File: src/common/ptp_pkg.sv
// Timestamps keep TAI seconds in bits 79:32 and nanoseconds in bits 31:2, and sub-ns bits stay zero
`default_nettype none

package ptp_pkg;

    // ====================
    // Timestamp layout
    // ====================
    localparam int SEC_W      = 48;             // TAI seconds
    localparam int NS_W       = 30;             // Nanoseconds field
    localparam int TS_W       = 80;             // {sec, ns, 2'b00}
    localparam int NS_PER_SEC = 1_000_000_000;  // Rollover point

    // Frame parsing
    localparam int         MSG_TYPE_OFFSET = 42;    // Eth + IP + UDP header bytes
    localparam logic [3:0] MSG_SYNC        = 4'h0;
    localparam logic [3:0] MSG_FOLLOW_UP   = 4'h8;

    // Servo FSM
    typedef enum logic [2:0] {
        IDLE          = 3'd0,
        WAIT_SYNC     = 3'd1,
        WAIT_FOLLOWUP = 3'd2,
        CALC          = 3'd3,
        TRACK         = 3'd4
    } servo_state_e;

    localparam logic [15:0] DAC_MID = 16'h8000;  // VCXO mid-scale

    // ====================
    // APB register map
    // ====================
    localparam logic [7:0] REG_CTRL       = 8'h00;  // Bit 0 enable
    localparam logic [7:0] REG_KP         = 8'h04;  // Signed P gain
    localparam logic [7:0] REG_KI         = 8'h08;  // Signed I gain
    localparam logic [7:0] REG_LINK_DELAY = 8'h0C;  // Link delay in ns
    localparam logic [7:0] REG_STATUS     = 8'h10;  // RO lock and FSM status
    localparam logic [7:0] REG_OFFSET     = 8'h14;  // RO signed offset
    localparam logic [7:0] REG_TIME_NS    = 8'h18;  // RO live nanoseconds

endpackage

`default_nettype wire

File: src/hw/ptp_time_counter.sv
// Advances by whole clock periods only, so CLK_PERIOD_NS should divide one second evenly
`timescale 1ns/10ps
`default_nettype none

module ptp_time_counter import ptp_pkg::*; #(
    parameter int CLK_PERIOD_NS = 20
) (
    input  logic            clk_sys,
    input  logic            rst_n,
    input  logic            enable,   // Counter holds while low
    output logic [TS_W-1:0] cur_ts,
    output logic [NS_W-1:0] cur_ns
);

    logic [SEC_W-1:0] sec_q;
    logic [NS_W-1:0]  ns_q;
    logic [NS_W:0]    ns_sum;  // Spare bit for the add

    assign ns_sum = {1'b0, ns_q} + (NS_W+1)'(CLK_PERIOD_NS);

    always_ff @(posedge clk_sys or negedge rst_n) begin
        if (!rst_n) begin
            sec_q <= '0;
            ns_q  <= '0;
        end else if (enable) begin
            if (ns_sum >= (NS_W+1)'(NS_PER_SEC)) begin
                ns_q  <= NS_W'(ns_sum - (NS_W+1)'(NS_PER_SEC));  // Keep remainder
                sec_q <= sec_q + 1'b1;                            // Second tick
            end else begin
                ns_q <= ns_sum[NS_W-1:0];
            end
        end
    end

    assign cur_ts = {sec_q, ns_q, 2'b00};  // 48 + 30 + 2
    assign cur_ns = ns_q;

endmodule

`default_nettype wire

File: config.mk
export PLATFORM = sky130hd
export DESIGN_NAME = ptp_time_counter
export DESIGN_NICKNAME = d
export VERILOG_FILES = /design/src/common/ptp_pkg.sv /design/src/hw/ptp_time_counter.sv
export SDC_FILE = /design/constraint.sdc
export NUM_CORES = 1
export LEC_CHECK = 0
export BUFFER_PORTS_ARGS = -buffer_cell sky130_fd_sc_hd__buf_2
export CORE_MARGIN = 2
export CORE_UTILIZATION = 50
export DETAILED_ROUTE_END_ITERATION = 8
export GPL_TIMING_DRIVEN = 0
export MAX_ROUTING_LAYER = met4
export PLACE_DENSITY_LB_ADDON = 0.25
export SLEW_MARGIN = 20
export SYNTH_ARGS = -nofsm -noshare
export SYNTH_HDL_FRONTEND = slang
export SYNTH_SLANG_ARGS = --single-unit
File: constraint.sdc
create_clock -name clk_sys -period 5.34 [get_ports clk_sys]
set_clock_uncertainty 0.15 [all_clocks]
set_input_delay 1.335 -clock clk_sys [delete_from_list [all_inputs] [get_ports clk_sys]]
set_output_delay 1.335 -clock clk_sys [all_outputs]
set_load 0.02 [all_outputs]
; ---- After elaboration in Yosys (flattened, before gate mapping)
; Index checks and enable logic that the tools add are counted.
[word_totals]
regBits = 78
in_bits = 3
out_inout_bits = 110
elab_cells = 8
[op_classes]
addsub = 3
n_lt_le_gt_ge = 1
n_mux = 1
n_reduce_logical = 1
[ops]
columns = cell, count
row1 = 48-bit by 1-bit adder with 48-bit output (second input constant), 1
row2 = 30-bit by 5-bit adder with 31-bit output (second input constant), 1
row3 = 31-bit by 30-bit >= comparator with 1-bit output (second input constant), 1
row4 = 30-bit 2-to-1 mux, 1
row5 = 30-bit subtractor (second input constant), 1
row6 = 2-bit AND reduction, 1

; ---- Longest topological paths before layout
; Gate-level depths: netlist of the first run.
[logic_depth]
word_depth = 3
mapped_depth = 16
mapped_depth_nobuf = 14

; ---- Worst setup path before layout of the first run
; Ideal clock, no wire load.
[synth_path]
kind = register -> register
from = reg ns_q[2] (netlist: cur_ns[2])
to = reg sec_q[36]
setup_time_ps = 130
arrival_time_ps = 4036
required_time_ps = 5060
slack_ps = 1024
stages_incl_launch_ff = 17
path_buffers = 2
period_less_slack_ps = 4316
cell_sequence = dfrtp_1 > ha_1 > clkbuf_1 > nor2_1 > nor2_1 > nand2_1 > xor2_1 > ha_1 > or2_2 > mux2i_1 > nor2_1 > a211o_1 > a211o_1 > a2111oi_4 > buf_6 > nand4_1 > xnor2_1
[synth_between]
elab_chain_cells = 3
[synth_rtl]
columns = item, line_no
row1 = from (decl), ptp_time_counter.sv:16  ; logic [NS_W-1:0] ns_q;
row2 = from (signal assigned), ptp_time_counter.sv:27  ; ns_q <= NS_W'(ns_sum - (NS_W+1)'(NS_PER_SEC));
row3 = from (signal assigned), ptp_time_counter.sv:30  ; ns_q <= ns_sum[NS_W-1:0];
row4 = 30-bit by 5-bit adder with 31-bit output, ptp_time_counter.sv:19  ; assign ns_sum = {1'b0, ns_q} + (NS_W+1)'(CLK_PERIOD_NS);
row5 = 31-bit by 30-bit >= comparator with 1-bit output, ptp_time_counter.sv:26  ; if (ns_sum >= (NS_W+1)'(NS_PER_SEC)) begin
row6 = 2-bit AND reduction (no source line), n/a
row7 = to (signal assigned), ptp_time_counter.sv:28  ; sec_q <= sec_q + 1'b1;
row8 = to (decl), ptp_time_counter.sv:15  ; logic [SEC_W-1:0] sec_q;
; Every way passes these cells.
; A chain may end at the register's enable or synchronous reset.

; ---- Worst setup path in the final report of the first run
[layout_path]
from = reg ns_q[2] (netlist: cur_ns[2])
to = reg sec_q[46]
; Same word-level chain as after synthesis.

==> results.txt, run 1 <==
PnR Total Power = 0.00201 W
share of cells above drive strength 1 = 25.4%
r2r endpoint = sec_q[46]
clk root buf = clkbuf_8
PortBufs = 105
Worst R2R Path Depth = 16
Worst slew margin = 32.3%
Nets = 766
clk sink count = 76
Syn-to-layout area delta = 18.5%
clk buf depth = 2
global placer's final weighted congestion = 0.988
synth unique cells = 67
Die Y-Extent = 108 µm
initial antenna violation count = 1
RR Startpoint = cur_ns[2]
vias per std cell = 6.15
Hold Path End = sec_q[47]
final wirelength = 17,000 µm
Die Width = 108 µm
Leak = 2.85 nW
hold_sp = sec_q[47]
max cap viols = 0
Cells after Synth = 637
GRT overflow = 0
number of synthesized flops with an enable pin = 0
row cnt = 38
flop2flop setup slack = 0.29 ns
hpwl dp = 12,300 µm
post-route setup slack = 0.289 ns
status = completed
clock latency on the worst-skew pair = 0.37 ns
initial drt markers = 422
CTS tree = yes
crit end category = register
commonest non-fill, non-tap cell in the layout = buf_2
DRT Pass-1 Iters = 5
CTS Hold Buffers Added = 0
Fmax = 198 MHz
yosys warns = 0
Worst Tran Pin Value = 1.01 ns
most frequent cells in the layout = buf_2, dfrtp_1, xnor2_1, nand2_1, nand3_1
worst hold path class = reg -> reg
routed via count = 5,564
Fin Setup TNS = 0 ns
Initial Util = 50.8%
RSZ-0062 raised after global routing = no
pin count of the biggest net entering global routing = 60
Post-Syn Area = 5450 µm²
hold path cells = 1
fin cells = 905
sequential fraction of the synthesis area = 34.9%
Die ar. = 11,800 µm²
Filler cells = 1,028
vias in the first global route = 5,203
CTS Buf Count = 9
period utilization = 94.6%
Inst Count DP = 888
overall routing resource usage = 30.3%
hold violation total from the final report = 0
ANT nets after route = 0
Yosys reg bits = 76
# DRC = 0
pre-CTS setup slack = -0.241 ns
WL per Instance = 18.8 µm
Worst Path Arrival = 5.15 ns
Final Max Slew Viols = 0
Core ar. = 10,700 µm²
pwr dens = 311 nW/µm²
critical path class = reg -> reg
fin util = 60.2%
CP Max Fanout = 10
syn avg cell area = 8.56 µm²
startpoint type of the worst setup path = register
Final Setup Violations = 0
dominant synthesized flop cell = dfrtp_1
Max VDD drop = 0.280 mV
first-pass GRT wire length = 26,700 µm
CP Data Required Time = 5.44 ns
min cycle time layout = 5.05 ns
CTS H-tree depth = 3
clock-pin transition on the worst setup and hold timing paths = 0.09 ns
Post-synth ARST share = 100%
I/O pins = 113
## timing repair
item / in CTS / in global routing
gates resized for setup: 2 / 8
setup buffers: 0 / 0
endpoints found under the setup margin: 9 / 59
## logic make-up (layout without fill, tap and decap cells)
group	count (synthesis)	after routing	share of synthesized area [%]
xor gates and xnor gates	66	66	10.6
other	1	7	0.0688
muxes	9	9	1.74
and+or+nand+nor	268	268	26.2
DFF	76	76	34.9
AOI/OAI and AO/OA	124	124	16.4
buffers and inverters	89	211	9.25
adders and majority gates	4	4	0.918
## through the flow
step / hold slack [ns] / area (µm²)
after floorplan: 0.432 / 5470
after global placement: 0.313 / 6170
after detailed placement: 0.318 / 6200
after CTS: 0.331 / 6430
after global routing: 0.358 / 6460
final: 0.325 / 6460
## critical path, cell delays in order, from the launching register on
cell and delay [ns]:
dfrtp_1 0.51, ha_1 0.20, clkbuf_1 0.32, nor2_1 0.20, nor2_4 0.25, nand2_1 0.10, xor2_1 0.17, ha_1 0.25
or2_2 0.29, mux2i_1 0.31, nor2_1 0.21, a211o_1 0.39, a211o_1 0.45, a2111oi_4 0.61, buf_6 0.22, nand4_1 0.12
xnor2_1 0.16
## layout make-up
class	count	area [µm²]	share of cell area, %
plain buffers	78	465	7.20
diodes	1	2.50	0.0387
clock inverters	6	96.3	1.49
multi-input cells	477	3100	47.9
repair buffers	106	556	8.59
flip-flops and latches	76	1900	29.4
inverters	11	41.3	0.639
well taps	140	175	2.71
clock buffers	10	128	1.97
## worst max-delay path by stage
stage | start | to | slack [ns] | depth (start not counted)
after floorplan | cur_ns[2] | sec_q[36] | 1.02 | 16
after global placement | cur_ns[2] | cur_ns[22] | -0.26 | 16
after detailed placement | cur_ns[2] | cur_ns[22] | -0.24 | 16
after CTS | cur_ns[2] | cur_ns[22] | 0.03 | 16
after global routing | cur_ns[2] | sec_q[46] | 0.04 | 16
final | cur_ns[2] | sec_q[46] | 0.29 | 16
## synth_stat cells, types with 4 or more instances
cell,count,area share (%)
dfrtp_1,76,35
xnor2_1,58,9.3
nand2_1,48,3.3
nand3_1,45,4.1
buf_4,37,5.1
nor2_1,37,2.5
nand4_1,35,4.0
nor3_1,26,2.4
o21ai_0,25,2.3
and3_1,23,2.6
clkbuf_1,23,1.6
a21oi_1,18,1.7
buf_2,11,1.0
inv_1,11,0.76
a211oi_1,10,1.4
nor4_1,10,1.1
a31oi_1,9,1.0
or3_1,8,0.92
xor2_1,8,1.3
and2_1,6,0.69
nand2b_1,6,0.69
and4_1,5,0.80
mux2i_1,5,0.92
nand3b_1,5,0.69
o211ai_1,5,0.69
o21bai_1,5,0.69
a211o_1,4,0.64
a41o_1,4,0.73
ha_1,4,0.92
mux2_2,4,0.83
o2111ai_1,4,0.64
o31ai_1,4,0.55
## registers in the layout, indices dropped and copies added (netlist names)
name	flops
cur_ns	28
sec_q	48
## metal layers
layer  track usage (%)  part of all wire (%)  vias up
met3              7.05                   9.0       57
met1              38.4                    42     2670
li1                  -                     -     2544
met2              46.4                    46      293
met4              12.7                   3.4        0
met5                 -                     0        -
## report_power, final
part | switching [W] | internal, W
clock | 0.000252 | 0.000270
combinational | 0.000509 | 0.000290
sequential | 0.0000637 | 0.000622
total | 0.000825 | 0.00118
Power figures use the tool's default switching activity.
==> run 2, diff against run 1 <==
--- a/config.mk
+++ b/config.mk
@@ -12,6 +12,7 @@
 export GPL_TIMING_DRIVEN = 0
 export MAX_ROUTING_LAYER = met4
 export PLACE_DENSITY_LB_ADDON = 0.25
+export RECOVER_POWER = 100
 export SLEW_MARGIN = 20
 export SYNTH_ARGS = -nofsm -noshare
 export SYNTH_HDL_FRONTEND = slang
==> run 2 against run 1 <==
The flow now finishes with violations (max-capacitance violations, max-slew violations). Clock-buffer cell count is the same. Total power decreased by 0.89%. Flip-flop and latch count is the same. Register-to-register slack got worse by 0.03 ns. Critical endpoint unchanged. Non-clock buffer count is the same. Largest power group unchanged. Highest routed layer unchanged. Critical path type unchanged. Sequential share of layout area up 0.66 points. Wire length increased by 0.41%. Die area stayed put.
==> results.txt, run 2 (synthesized netlist as in run 1, its figures left out) <==
CTS H-tree depth = 3 (unchanged)
DRT Pass-1 Iters = 5 (unchanged)
pwr dens = 315 nW/µm² (+1.3%)
GRT overflow = 0 (unchanged)
slowest cell delay on critical path = 0.61 ns (about the same)
register area = 1900 µm² (unchanged)
# DRC = 0 (unchanged)
critical path class = reg -> reg
overall routing resource usage = 30.3% (unchanged)
commonest non-fill, non-tap cell in the layout = clkbuf_1
Die Y-Extent = 108 µm (unchanged)
RSZ-0062 raised after global routing = no
Die Width = 108 µm (unchanged)
Post-CTS Setup Bufs = 0 (unchanged)
Fmax = 197 MHz (-0.57%)
combinational share of power = 39.1% (-0.7 points)
clock latency on the worst-skew pair = 0.37 ns (about the same)
multi-input logic area = 3100 µm² (unchanged)
first-pass GRT wire length = 26,700 µm (unchanged)
share of cells above drive strength 1 = 12.6% (-13 points)
Worst Path Arrival = 5.18 ns (+0.03 ns)
worst path buffer plus inverter count = 2 (unchanged)
failing checks = max-capacitance violations, max-slew violations
hpwl dp = 12,300 µm (unchanged)
clock-pin transition on the worst setup and hold timing paths = 0.09 ns (about the same)
vias in the first global route = 5,203 (unchanged)
hold violation total from the final report = 0 (unchanged)
pin count of the biggest net entering global routing = 60 (unchanged)
Clk pwr share = 26.3% (+0.3 points)
status = complete, but fails checks
period utilization = 95.1% (+0.55 points)
Die ar. = 11,800 µm² (unchanged)
Max VDD drop = 0.269 mV (-3.8%)
CP Data Required Time = 5.44 ns (about the same)
Final Setup Violations = 0 (unchanged)
crit end category = register
worst path cell trace = ha_1, clkbuf_1, nor2_1, nor2_4, nand2_1, xor2_1, ha_1, or2_2, mux2i_1, nor2_1, a211o_1, a211o_1, a2111oi_4, buf_6, nand4_1, xnor2_1
Sequential Power Share = 34.6% (+0.4 points)
initial antenna violation count = 1 (unchanged)
most frequent cells in the layout = clkbuf_1, dfrtp_1, xnor2_1, nand2_1, nand3_1
P_int = 0.00116 W (-2.0%)
CTS Hold Buffers Added = 0 (unchanged)
routed via count = 5,535 (-0.52%)
min cycle time layout = 5.08 ns (+0.0292 ns)
initial drt markers = 419 (-0.71%)
Leak = 2.50 nW (-12%)
ANT nets after route = 0 (unchanged)
Core ar. = 10,700 µm² (unchanged)
worst hold path class = reg -> reg
Syn-to-layout area delta = 15.9%
Fin Hold WS = 0.328 ns (+0.00275 ns)
CTS Buf Count = 9 (unchanged)
row cnt = 38 (unchanged)
fin util = 58.8% (-1.3 points)
Initial Util = 50.8% (unchanged)
final wirelength = 17,100 µm (+0.41%)
number of flip-flops under the largest register name = 48 (unchanged)
Worst slew margin = -83.0% (-120 points)
Final Max Slew Viols = 60 (+60)
Biggest register = sec_q
Top Family by Delay on Critical Path = compound AO/OA/AOI/OAI gates
clk root buf = clkbuf_8
PortBufs = 105 (unchanged)
Filler cells = 1,077 (+4.8%)
Worst Tran Pin Value = 2.74 ns (+1.74 ns)
I/O pins = 113 (unchanged)
startpoint type of the worst setup path = register
vias per std cell = 6.12 (-0.52%)
clk sink count = 76 (unchanged)
slowest CP cell = a2111oi_4
max cap viols = 1 (+1)
switching power = 0.000831 W (+0.75%)
WL per Instance = 18.9 µm (+0.41%)
Nets = 766 (unchanged)
CP Max Fanout = 10 (unchanged)
clk buf depth = 2 (unchanged)
global placer's final weighted congestion = 0.988 (unchanged)
sw frac = 41.8% (+0.68 points)
CTS tree = yes
-- run 2: cell types whose count changed in the layout (fill, tap and decap cells not counted) --
cell,delta
buf_2,-96
buf_4,-9
clkbuf_1,+98
clkbuf_4,+8
buf_1,-1
buf_16,-1
clkdlybuf4s25_1,+1
-- run 2: cell type report --
cell class                 count  area share, %
multi-input combinational    477           49.0
timing repair buffer         106           6.55
clock inverter                 6           1.52
sequential                    76           30.1
clock buffer                  10           2.02
antenna                        1         0.0396
inverter                      11          0.653
tap                          140           2.77
buffer                        78           7.36
-- run 2: routing by layer --
layer / vias up / share of wire (%) / GRT usage (%)
li1: 2548 / - / -
met1: 2657 / 42 / 38.4
met2: 267 / 45 / 46.4
met3: 63 / 8.7 / 7.05
met4: 0 / 3.7 / 12.7
met5: - / 0 / -
-- run 2: power by group through the flow --
stage	Combinational [W]	Clock [W]	Sequential, W
4_1_cts	0.000787	0.000528	0.000687
6_report	0.000778	0.000524	0.000688
3_3_place_gp	0.000770	0	0.000694
3_5_place_dp	0.000785	0	0.000698
2_1_floorplan	0.000505	0	0.000747
5_1_grt	0.000836	0.000551	0.000698
-- run 2: path summary, 6_finish.rpt --
| path | to | from | slack [ns] | depth (start not counted) |
|---|---|---|---|---|
| setup / recovery | sec_q[46] | cur_ns[2] | 0.26 | 16 |
| hold / removal | sec_q[47] | sec_q[47] | 0.33 | 1 |
| setup reg to reg | sec_q[46] | cur_ns[2] | 0.26 | 16 |
| hold reg to reg | sec_q[47] | sec_q[47] | 0.33 | 1 |
| max in group asynchronous | sec_q[2] | rst_n | 0.72 | 2 |
| min in group asynchronous | cur_ns[16] | rst_n | 0.95 | 1 |
-- run 2: repair_timing --
item / in CTS / in global routing
hold endpoints to repair: 0 / 0
resized for setup: 2 / 8
cloned: 0 / 0
setup endpoints to repair: 9 / 59
-- run 2: through the flow --
| step | TNS (ns) | instances | power, W | cell area (µm²) | setup WS [ns] |
|---|---|---|---|---|---|
| floorplan | 0 | 642 | 0.00125 | 5470 | 1.02 |
| global placement | -1.30 | 887 | 0.00146 | 6170 | -0.256 |
| detailed placement | -1.07 | 888 | 0.00148 | 6200 | -0.241 |
| CTS | 0 | 904 | 0.00200 | 6430 | 0.0272 |
| global route | 0 | 905 | 0.00208 | 6320 | 0.0343 |
| finish | 0 | 905 | 0.00199 | 6320 | 0.260 |
