===== src/common/ptp_pkg.sv =====
// Timestamps keep TAI seconds in bits 79:32 and nanoseconds in bits 31:2, and sub-ns bits stay zero
`default_nettype none

package ptp_pkg;

    // ====================
    // Timestamp layout
    // ====================
    localparam int SEC_W      = 48;             // TAI seconds
    localparam int NS_W       = 30;             // Nanoseconds field
    localparam int TS_W       = 80;             // {sec, ns, 2'b00}
    localparam int NS_PER_SEC = 1_000_000_000;  // Rollover point

    // Frame parsing
    localparam int         MSG_TYPE_OFFSET = 42;    // Eth + IP + UDP header bytes
    localparam logic [3:0] MSG_SYNC        = 4'h0;
    localparam logic [3:0] MSG_FOLLOW_UP   = 4'h8;

    // Servo FSM
    typedef enum logic [2:0] {
        IDLE          = 3'd0,
        WAIT_SYNC     = 3'd1,
        WAIT_FOLLOWUP = 3'd2,
        CALC          = 3'd3,
        TRACK         = 3'd4
    } servo_state_e;

    localparam logic [15:0] DAC_MID = 16'h8000;  // VCXO mid-scale

    // ====================
    // APB register map
    // ====================
    localparam logic [7:0] REG_CTRL       = 8'h00;  // Bit 0 enable
    localparam logic [7:0] REG_KP         = 8'h04;  // Signed P gain
    localparam logic [7:0] REG_KI         = 8'h08;  // Signed I gain
    localparam logic [7:0] REG_LINK_DELAY = 8'h0C;  // Link delay in ns
    localparam logic [7:0] REG_STATUS     = 8'h10;  // RO lock and FSM status
    localparam logic [7:0] REG_OFFSET     = 8'h14;  // RO signed offset
    localparam logic [7:0] REG_TIME_NS    = 8'h18;  // RO live nanoseconds

endpackage

`default_nettype wire


===== src/hw/ptp_apb_regs.sv =====
// APB slave with no wait states that answers only the seven word addresses of the register map
`timescale 1ns/10ps
`default_nettype none

module ptp_apb_regs import ptp_pkg::*; (
    input  logic               clk_sys,
    input  logic               rst_n,
    input  logic               psel,
    input  logic               penable,
    input  logic               pwrite,
    input  logic [7:0]         paddr,
    input  logic [31:0]        pwdata,
    output logic [31:0]        prdata,
    output logic               pready,
    output logic               pslverr,
    input  logic [NS_W-1:0]    cur_ns,
    input  logic               locked,
    input  servo_state_e       servo_state,
    input  logic [15:0]        lock_count,
    input  logic signed [31:0] offset_ns,
    output logic               enable,
    output logic signed [31:0] kp,
    output logic signed [31:0] ki,
    output logic [15:0]        link_delay
);

    logic access;  // APB access phase
    logic mapped;  // Address decodes
    logic ro_hit;  // Read-only target

    assign pready  = 1'b1;
    assign access  = psel && penable;
    assign pslverr = access && (!mapped || (pwrite && ro_hit));

    // ====================
    // Decode and read mux
    // ====================
    always_comb begin
        mapped = 1'b1;
        ro_hit = 1'b0;
        prdata = '0;
        case (paddr)
            REG_CTRL:       prdata = {31'd0, enable};
            REG_KP:         prdata = kp;
            REG_KI:         prdata = ki;
            REG_LINK_DELAY: prdata = {16'd0, link_delay};
            REG_STATUS: begin
                prdata = {lock_count, 12'd0, servo_state, locked};
                ro_hit = 1'b1;
            end
            REG_OFFSET: begin
                prdata = offset_ns;
                ro_hit = 1'b1;
            end
            REG_TIME_NS: begin
                prdata = {2'b00, cur_ns};
                ro_hit = 1'b1;
            end
            default: mapped = 1'b0;  // Error response
        endcase
    end

    // Configuration writes at the access edge
    always_ff @(posedge clk_sys or negedge rst_n) begin
        if (!rst_n) begin
            enable     <= 1'b0;
            kp         <= '0;
            ki         <= '0;
            link_delay <= '0;
        end else if (access && pwrite) begin
            case (paddr)
                REG_CTRL:       enable     <= pwdata[0];
                REG_KP:         kp         <= pwdata;
                REG_KI:         ki         <= pwdata;
                REG_LINK_DELAY: link_delay <= pwdata[15:0];
                default: ;                                  // RO or unmapped
            endcase
        end
    end

endmodule

`default_nettype wire


===== config.mk =====
export PLATFORM = sky130hd
export DESIGN_NAME = ptp_apb_regs
export DESIGN_NICKNAME = d
export VERILOG_FILES = /design/src/common/ptp_pkg.sv /design/src/hw/ptp_apb_regs.sv
export SDC_FILE = /design/constraint.sdc
export NUM_CORES = 1
export LEC_CHECK = 0
export ABC_AREA = 1
export BUFFER_PORTS_ARGS = -buffer_cell sky130_fd_sc_hd__buf_4
export CORE_UTILIZATION = 45
export CTS_CLUSTER_SIZE = 24
export DETAILED_ROUTE_END_ITERATION = 10
export GPL_TIMING_DRIVEN = 0
export PLACE_DENSITY = 0.81
export SLEW_MARGIN = 15
export SYNTH_ARGS = -nofsm -noshare
export SYNTH_HDL_FRONTEND = slang
export SYNTH_SLANG_ARGS = --single-unit
export TNS_END_PERCENT = 1

===== constraint.sdc =====
create_clock -name clk_sys -period 1.2 [get_ports clk_sys]
set_input_delay 0.06 -clock clk_sys [delete_from_list [all_inputs] [get_ports clk_sys]]
set_output_delay 0.06 -clock clk_sys [all_outputs]
set_load 0.02 [all_outputs]

== Word-level counts from Yosys, hierarchy flattened ==
Index checks and enable logic that the tools add are counted.

* Output and inout bits: 115
* Flip-flop bits (word level): 81
* Input bits: 127
* Word-level logic and storage cells: 26

* Eq/ne operators: 6
* Reduce and logical (&&, ||, !) cells: 13
* Muxes and demuxes: 3

{| class="wikitable"
|+ Operators with widths
! kind !! count
|-
| 32-bit one-hot mux with 7 select lines || 1
|-
| 8-bit by 5-bit == test with 1-bit output, second input constant || 3
|-
| 8-bit by 4-bit == test with 1-bit output, second input constant || 2
|-
| 8-bit by 3-bit == test with 1-bit output, second input constant || 1
|-
| 8-bit zero test || 1
|-
| 2-bit AND reduction || 4
|-
| 7-bit OR reduction || 1
|-
| 1-bit logical AND || 4
|-
| 3-bit OR reduction || 1
|-
| 1-bit two-way mux || 2
|-
| 1-bit zero test || 1
|-
| 1-bit logical OR || 1
|}

== Logic depth before layout (Yosys ltp) ==
Gate-level depths: netlist of run 1.

* Word-level depth: 6
* Gate-level depth with buffers: 9
* Mapped depth without buffers: 7

== Worst setup path before layout of run 1 ==
Ideal clock, no wire load.

* Path type: input -> output
* Start point: in paddr[0]
* End point: out prdata[16]
* Cell stages on the path: 8
* Data required time: 1.140 ns
* Arrival: 1.018 ns
* Setup slack: 0.122 ns
* Path buffers: 1
* Cell sequence: inv_2 nand2_4 nor2_2 nand2_2 buf_4 nor2_1 nor2_1 nand2_1

* Longest elaborated chain between the ends: 2
* Elaborated cells on any way between the ends: 8
* Classes of those cells: eq/ne: 6; mux: 1; reduce/logical: 1

{| class="wikitable"
|+ Ends and longest elaborated chain
! element !! line !! RTL
|-
| from (decl) || ptp_apb_regs.sv:11 || <nowiki>input logic [7:0] paddr,</nowiki>
|-
| 8-bit by 5-bit == test with 1-bit output, or another cell as far along || ptp_apb_regs.sv:42 || <nowiki>case (paddr)</nowiki>
|-
| 32-bit one-hot mux with 7 select lines (*) || ptp_apb_regs.sv:42 ||
|-
| to (decl) || ptp_apb_regs.sv:13 || <nowiki>output logic [31:0] prdata,</nowiki>
|}

Every way passes the cells marked *; elsewhere a longest branch is shown, timed or not.

== Worst setup path in the final report of run 1 ==
* Start point: in paddr[5]
* End point: out prdata[14]

Same word-level chain as after synthesis.

==> run metrics, run 1 <==
Syn. warnings=0; WL/cell=20.3 um; R2R depth=4; met1 Usage GRT=a little under half; Req. time, crit path=1.14 ns; met3 Use GR=9.56%; I/O Buffers=240; M2 GR Usage=64.2%; CTS tree=yes; H-tree levels=3; r2r setup slk=0.25 ns; Cell variety after synth=20; first-pass GRT wire length=33500 um; GR Overflow Total=0; Root Driver=clkbuf_8; die height=107 um; dpl hpwl=~15000 um; Syn Area/Cell=6.83 sq um; drt total wl=24800 um; layout cells sized above 1=42.5%; relative slew slack=48.1%; Routed Antenna Nets=0; Total Die Area=11500 sq um; final slew viol count=0; drt pass-1 iters=7; Final Skew=0 ns; Worst-Margin Slew=0.778 ns; Clock Path Buffers=2; Power per Cell Area=679 nW/um^2; post-synthesis compound-gate area fraction=9.74%; # clock sinks=81; vias in the first global route=6106; maximum fanout along the worst path=9; largest family of logic cells by synthesized area=simple AND/OR/NAND/NOR gates; Yosys top cell by area=dfrtp_1; Sw Pwr=0.00178 W; Min-Delay Path Class=input pin to asynchronous set/reset pin; XOR/XNOR Fraction of Synth Area=0%; vias per std cell=5.65; nets=1204; Setup crit start kind=input pin; post-synthesis instance total=730; share of the yosys chip area belonging to registers=about two fifths; Reg2Reg Launch Point=link_delay[1]; synth top area cells=dfrtp_1, nand2_1, nand3_1; #FFs+latches synth=81; Max Cap Viol=0; RSZ-0062 raised after global routing=yes; Syn Nets=857; critical path arrival=between 1 and 1.5 ns; DRC=0; leak pwr=around 4.9 nW; status=complete, but fails checks; Switching Fraction=29.7%; total power=0.00601 W; failing checks=negative setup slack; setup_tns=-3.65 ns; multiplexer share of the synthesized area=0%; placed inst area=~7000 sq um; # IOs=242; Clk pwr share=between 30% and 40%; Min Clock Period, post-route=1.38 ns; CTS buffer count=9; WS Path Type=input pin to output pin; grt peak-use layer=met2; synthesized area=4990 sq um; DR iter-0 viols=1005; Clock Latency Late Sink=0.35 ns; simple-gate share of the synthesized area=37.0%; Post-Layout Inst Area=a little under 9000 sq um; Cell Int Power=0.00423 W; Synth top area share=40.7%; routed vias=6901; final setup violation count=38; Die W=107 um; Flop pwr share=between 40% and 50%; adder-cell share of the synthesized area=0%; largest vdd supply drop=a little under 800 uV; RR Endpoint=link_delay[1]; core area=~11000 sq um; Comb pwr share=19.9%; area grow syn2layout=77.4%; fmax=about 730 MHz; Final Hold Vio Count=0; Final Cycle Share=115%; routability cong.=0.877; slack of the critical path=-0.176 ns; Final Util=81.6%; pin count of the biggest net entering global routing=82; CP Capture Type=output pin; Rows=38; initial core utilization=a little under half; Antenna diodes=0; initial antenna violation count=0; GRT Resource Usage Total=38.9%; DP Worst Slack=-0.536 ns; Reg clk slew, reported paths=0.10 ns
metrics by stage:
step,hold slack (ns),cells
floorplan,-0.236,730
global placement,0.274,1110
detailed placement,0.278,1110
CTS,0.363,1200
global route,0.354,1222
finish,0.304,1222
logic make-up after synthesis:
| kind of cell | count (synthesis) |
|---|---|
| DFF | 81 |
| other | 1 |
| buffers and inverters | 131 |
| AOI/OAI and AO/OA | 97 |
| and+or+nand+nor | 420 |
per-layer routing:
layer	routed length (um)	part of all wire (%)
met3	2890	12
met5	0	0
met2	11600	47
met4	1640	6.6
met1	8590	35
registers in the layout (all words and copies together), names as in the netlist:
signal and cells:
ki 32, link_delay 16, enable 1, kp 32
cell usage in the layout, fill, tap and decap left out:
cell type      instances
buf_4                255
nand2_1              195
nand3_1              100
dfrtp_1               81
o21ai_0               68
inv_1                 64
buf_6                 60
nor2_1                48
dlygate4sd3_1         33
nand2_2               25
nand3_2               23
o21ai_1               19
inv_2                 13
nor2_2                11
clkbuf_8              11
buf_12                 9
buf_8                  9
clkbuf_1               8
nor2_4                 7
o21ai_2                5
inv_4                  4
nand4_1                4
o21ai_4                4
inv_6                  3
nand2_8                3
clkbuf_16              3
buf_16                 3
nand2_4                2
nor2_8                 2
buf_2                  2
clkinv_4               2
clkinvlp_4             2
clkbuf_2               1
a21oi_1                1
conb_1                 1
bufbuf_16              1
cell type report:
type                    count  area (sq um)
clock buffers              10           138
clock inverters             6          50.0
multi-input cells         518          2650
flip-flops and latches     81          2030
repair buffers            337          2950
inverters                  82           323
plain buffers              48           538
fillers                   701          2000
well taps                 140           175
how the worst max path moves through the flow:
stage	from	end	slack (ns)	depth (start not counted)
3_5_place_dp	paddr[5]	prdata[16]	-0.54	10
4_1_cts	ki[13]	prdata[13]	-0.11	5
3_3_place_gp	paddr[6]	prdata[18]	-0.49	10
5_1_grt	paddr[5]	prdata[14]	-0.33	11
6_report	paddr[5]	prdata[14]	-0.18	11
2_1_floorplan	paddr[0]	prdata[16]	0.12	8
worst max-delay path: stages:
cell	delay, ns
buf_6	0.10
inv_6	0.06
nand2_2	0.07
nor2_4	0.16
buf_12	0.16
buf_8	0.12
nand3_1	0.14
nand2_2	0.17
nor2_1	0.06
nand2_1	0.08
buf_6	0.12
power groups by stage:
stage	Combinational [W]	Clock (W)	Sequential, W
after floorplan	0.000209	0	0.00293
after global placement	0.000850	0	0.00287
after detailed placement	0.000856	0	0.00287
after CTS	0.00110	0.00193	0.00282
after global routing	0.00125	0.00208	0.00282
final	0.00119	0.00199	0.00282
cells in the mapped netlist:
cell type / instances
nand4_1: 4
o21ai_0: 83
clkbuf_1: 11
a21oi_1: 1
inv_2: 4
buf_2: 18
inv_1: 78
nand3_1: 123
nand2_4: 3
nor2_1: 58
nor2_8: 2
nand2_1: 219
conb_1: 1
nor2_4: 4
nor2_2: 4
dfrtp_1: 81
o21ai_1: 13
nand2_2: 3
buf_4: 10
buf_6: 10
timing repair:
item / CTS / global route
setup buffers: 34 / 22
endpoints found under the hold margin: 162 / 0
gates cloned: 8 / 1
setup endpoints to repair: 33 / 119
pin swaps: 44 / 33
hold buffers: 33 / 0
gates resized for setup: 157 / 66
Power figures use the tool's default switching activity.
==> inputs of run 2 (changes only) <==
ABC_AREA = not set   (was 1)
CORE_MARGIN = 4   (was not set)
PLACE_DENSITY = 0.82   (was 0.81)
==> run 2 against run 1 <==
The run still ends with negative setup slack left. Synthesized cell count decreased by 49%. Routed wire length decreased by 28%. Critical path type is now flop to output pin. First-iteration DRC count decreased by 70%. Final area decreased by 11%. Largest cell class is now multi-input gates. Highest routed layer unchanged. Setup slack got worse by 0.26 ns.
==> run metrics, run 2 <==
Max Cap Viol=0; Antenna diodes=0; RR Endpoint=kp[20]; WS Path Type=flop to output pin; Syn Nets=roughly 500; Rows=37; Post-synth EDFFs=0; placed inst area=6750 sq um; core area=10300 sq um; Min-Delay Path Class=input pin to flop; initial core utilization=a little under half; final setup violation count=about 110; total power=0.00606 W; maximum fanout along the worst path=3; Syn Area/Cell=about 13 sq um; top-count cell post-synth=dfrtp_1; # IOs=around 240; area grow syn2layout=65.8%; Min Clock Period, post-route=1.63 ns; CTS buffer count=9; Reg clk slew, reported paths=0.08 ns; #FFs+latches synth=81; HP Start=paddr[0]; GR Overflow Total=0; nets=794; hold path depth=4; Hold Path End=enable; vias in the first global route=roughly 5000; Final Util=approximately three quarters; initial antenna violation count=0; Yosys top cell by area=dfrtp_1; Final Cycle Share=136%; synth top area cells=dfrtp_1, mux2_4, mux2i_1; H-tree levels=3; r2r setup slk=0.36 ns; routed vias=4517; RSZ-0062 raised after global routing=yes; first-pass GRT wire length=27000 um; status=complete, but fails checks; main flop type after synthesis=dfrtp_1; dpl hpwl=12400 um; synthesized area=roughly 4800 sq um; Final Hold Vio Count=0; DR iter-0 viols=302; commonest non-fill, non-tap cells in the layout=buf_4, dfrtp_1, mux2_4; Final Skew=0 ns; commonest non-fill, non-tap cell in the layout=buf_4; CTS tree=yes; post-synthesis instance total=370; GRT Resource Usage Total=27.7%; Cell variety after synth=between 40 and 50; Power per Cell Area=766 nW/um^2; top flop regs=ki: 32 flops, kp: 32 flops, link_delay: 16 flops; Setup crit start kind=flop; failing checks=negative setup slack; Clock Path Buffers=2; Routed Antenna Nets=0; ys async rst share=100%; Worst-Margin Slew=0.720 ns; pin count of the biggest net entering global routing=between 80 and 90; Die W=111 um; drt total wl=17800 um; Clock Latency Late Sink=0.33 ns; I/O Buffers=240; WL/cell=about 22 um; Total Die Area=roughly 12000 sq um; DP Worst Slack=-1.02 ns; final slew viol count=0; routability cong.=0.915; Synth top area share=42.5%; leak pwr=~4.0 nW; Root Driver=clkbuf_8; largest vdd supply drop=568 uV; DRC=0; die height=111 um; synth cell count leaders=dfrtp_1, mux2_4, mux2i_1; relative slew slack=between 50% and 60%; Syn. warnings=0; drt pass-1 iters=4; vias per std cell=5.59; # clock sinks=81; CP Capture Type=output pin; share of the yosys chip area belonging to registers=42.5%; critical path arrival=1.57 ns; Reg2Reg Launch Point=kp[20]; slack of the critical path=-0.433 ns; fmax=~600 MHz; Req. time, crit path=1.14 ns; Post-Layout Inst Area=7910 sq um; setup_tns=-35.89 ns; R2R depth=1; layout cells sized above 1=64.3%
run 2: cell count changes in the layout (fill, tap and decap cells not counted), sizes merged, moves of 7 or more:
cell,previous run,this run
a22o,0,9
mux2,0,83
nor2,68,17
mux2i,0,51
o21ai,96,1
nand3,123,1
a21oi,1,23
inv,84,1
nand2,225,4
o22ai,0,23
a221oi,0,7
buf,338,275
run 2: kinds of logic after synthesis:
logic type,count (synthesis),synth area share (%)
buffers and inverters,31,5.03
flip-flops,81,42.5
AO/OA/AOI/OAI,77,10.9
AND/OR/NAND/NOR,46,6.50
other,1,0.0786
multiplexers,134,35.0
run 2: cell type report:
class                      instances  area (sq um)
tap                              136           170
buffer                            30           368
sequential                        81          2030
fill                             645          2410
multi-input combinational        258          2790
clock buffer                      10           138
timing repair buffer             286          2350
inverter                           1          3.75
clock inverter                     6          67.6
run 2: repair_timing:
action	in CTS	in global routing
setup endpoints to repair	114	193
cloned	1	0
pin swaps	24	14
hold endpoints to repair	162	0
resized for setup	101	19
setup buffers	12	0
hold buffers	33	0
run 2: worst max path at each step:
stage / from / endpoint / slack [ns] / cells past startpoint
after floorplan: paddr[5] / ki[10] / -0.54 / 6
after global placement: paddr[5] / link_delay[13] / -1.02 / 6
after detailed placement: paddr[3] / prdata[25] / -1.02 / 7
after CTS: enable / prdata[0] / -0.39 / 5
after global routing: enable / prdata[0] / -0.50 / 5
final: enable / prdata[0] / -0.43 / 5
run 2: worst max-delay path, stage by stage (launching register included):
cell	delay, ns
dfrtp_1	0.40
nor2b_1	0.13
a211oi_1	0.25
o32a_1	0.22
a21oi_2	0.07
buf_4	0.16
run 2: power by group:
group | total (W) | internal (W) | switching [W]
sequential | 0.00281 | 0.00277 | 0.0000396
clock | 0.00205 | 0.00102 | 0.00103
combinational | 0.00120 | 0.000660 | 0.000544
total | 0.00606 | 0.00445 | 0.00162
run 2: per-layer routing:
layer	global-route usage, %	routed length [um]	vias to the layer above
li1	-	-	2007
met1	31.8	6790	2246
met2	51.0	9440	224
met3	5.79	1180	40
met4	9.44	427	0
met5	0	0	-
run 2: per-stage QoR:
step,hold slack (ns),instances
2_1_floorplan,-0.236,370
3_3_place_gp,0.276,746
3_5_place_dp,0.299,746
4_1_cts,0.147,808
5_1_grt,0.186,808
6_report,0.184,808
==> inputs of run 3 (changes only) <==
CELL_PAD_IN_SITES_DETAIL_PLACEMENT = 1   (was not set)
CELL_PAD_IN_SITES_GLOBAL_PLACEMENT = 1   (was not set)
CORE_UTILIZATION = 35   (was 45)
PLACE_DENSITY = 0.84   (was 0.82)
==> run 3 against run 2 <==
The run still ends with negative setup slack left. Combinational power up 8%. Critical path type unchanged. Setup slack lost 0.042 ns. Non-clock buffer count fell by 1. First-iteration DRC count decreased by 21%. Final area grew 3.7%. Clock skew unchanged. Cell count rose by 4.8%. Largest power group is now clock. Maximum frequency shrank 2.5%. Critical path depth did not move. Worst hold slack lost 0.033 ns. Largest cell class unchanged. Sequential power about the same. Clock-buffer cell count is the same.
==> run metrics, run 3 (same netlist as run 2, synthesis figures left out) <==
Setup crit start kind=flop; Max Cap Viol=0; H-tree levels=3; CTS buffer count=9; Clock Latency Late Sink=~0.34 ns; CP Capture Type=output pin; Final Hold Vio Count=0; initial core utilization=35.9%; final slew viol count=0; GR Overflow Total=0; WL/cell=around 26 um; nets=around 790; vias per std cell=5.55; drt pass-1 iters=4; failing checks=negative setup slack; fmax=around 600 MHz; Final Skew=0 ns; # clock sinks=81; Final Cycle Share=140%; dpl hpwl=14300 um; Req. time, crit path=around 1.1 ns; final setup violation count=between 100 and 150; Hold Slack=between 0.15 and 0.2 ns; core area=13300 sq um; die height=125 um; Min-Delay Path Class=input pin to flop; status=complete, but fails checks; commonest non-fill, non-tap cells in the layout=buf_4, dfrtp_1, mux2_4; Rows=42; # IOs=~240; critical path arrival=1.62 ns; first-pass GRT wire length=32700 um; slack of the critical path=-0.475 ns; CTS tree=yes; I/O Buffers=240; routed vias=roughly 4700; Antenna diodes=0; HP Start=paddr[0]; Clock Path Buffers=2; maximum fanout along the worst path=2; slowest CP cell=dfrtp_1; layout cells sized above 1=66.3%; Critical Path Start=enable; relative slew slack=29.4%; DRC=0; setup_tns=-38.89 ns; crit path cell chain=nor2b_2, a211oi_2, o32a_1, a21oi_2, buf_6; Reg clk slew, reported paths=about 0.060 ns; non-filler cells, final=847; leak pwr=between 4 and 5 nW; Routed Antenna Nets=0; drt total wl=22400 um; commonest non-fill, non-tap cell in the layout=buf_4; GRT Resource Usage Total=27.2%; Reg2Reg Launch Point=ki[17]; Worst path max stage delay=about 0.35 ns; Power per Cell Area=between 800 and 900 nW/um^2; DR iter-0 viols=between 200 and 250; vias in the first global route=5373; Total Die Area=15600 sq um; Worst-Margin Slew=1.06 ns; largest vdd supply drop=629 uV; area grow syn2layout=72.0%; Die W=125 um; placed cell count=786; top flop regs=ki: 32 flops, kp: 32 flops, link_delay: 16 flops; Root Driver=clkbuf_16; pin count of the biggest net entering global routing=82; routability cong.=0.886; WS Path Type=flop to output pin; Min Clock Period, post-route=1.68 ns; initial antenna violation count=0; RSZ-0062 raised after global routing=yes
## run 3: per-layer routing
metal,GRT usage (%),up-vias,routed length (um)
li1,-,2005,-
met1,30.7,2392,8410
met2,48.8,249,11700
met3,6.56,56,1380
met4,11.8,0,843
met5,0,-,0
## run 3: final timing paths
path / slack (ns) / end / cells past startpoint
max: -0.48 / prdata[0] / 5
min: 0.15 / enable / 4
max reg2reg: 0.28 / ki[17] / 2
min reg2reg: 0.55 / link_delay[3] / 1
max in group asynchronous: 0.06 / ki[13] / 2
min in group asynchronous: 0.46 / kp[27] / 2
## run 3: timing repair
| item | in CTS | in global routing |
|---|---|---|
| gates resized for setup | 120 | 43 |
| endpoints found under the setup margin | 114 | 194 |
| endpoints found under the hold margin | 162 | 0 |
| hold buffers | 33 | 0 |
| pin swaps | 20 | 13 |
| setup buffers | 8 | 5 |
## run 3: metrics by stage
step	setup slack, ns	util (%)	power [W]	area (sq um)
3_3_place_gp	-1.46	51.1	0.00381	6800
4_1_cts	-0.393	60.0	0.00701	7980
2_1_floorplan	-0.536	-	0.00323	4770
5_1_grt	-0.495	61.7	0.00730	8210
3_5_place_dp	-1.18	51.2	0.00385	6800
6_report	-0.475	61.7	0.00706	8210
## run 3: cell type report
| class | count | area, sq um |
|---|---|---|
| inverters | 1 | 3.75 |
| well taps | 176 | 220 |
| plain buffers | 29 | 372 |
| clock buffers | 10 | 229 |
| flip-flops and latches | 81 | 2030 |
| fillers | 1323 | 5090 |
| multi-input cells | 258 | 2930 |
| repair buffers | 286 | 2350 |
| clock inverters | 6 | 82.6 |
## run 3: critical path: cells and delay by family, from the launching register on
family | cells | cell delay, ns
buffers and inverters | 1 | 0.15
flip-flops | 1 | 0.35
AO/OA/AOI/OAI | 3 | 0.61
AND/OR/NAND/NOR | 1 | 0.17
## run 3: where the power goes
part | internal, W | switching, W | total [W]
combinational | 0.000680 | 0.000613 | 0.00129
clock | 0.00181 | 0.00114 | 0.00295
sequential | 0.00277 | 0.0000437 | 0.00282
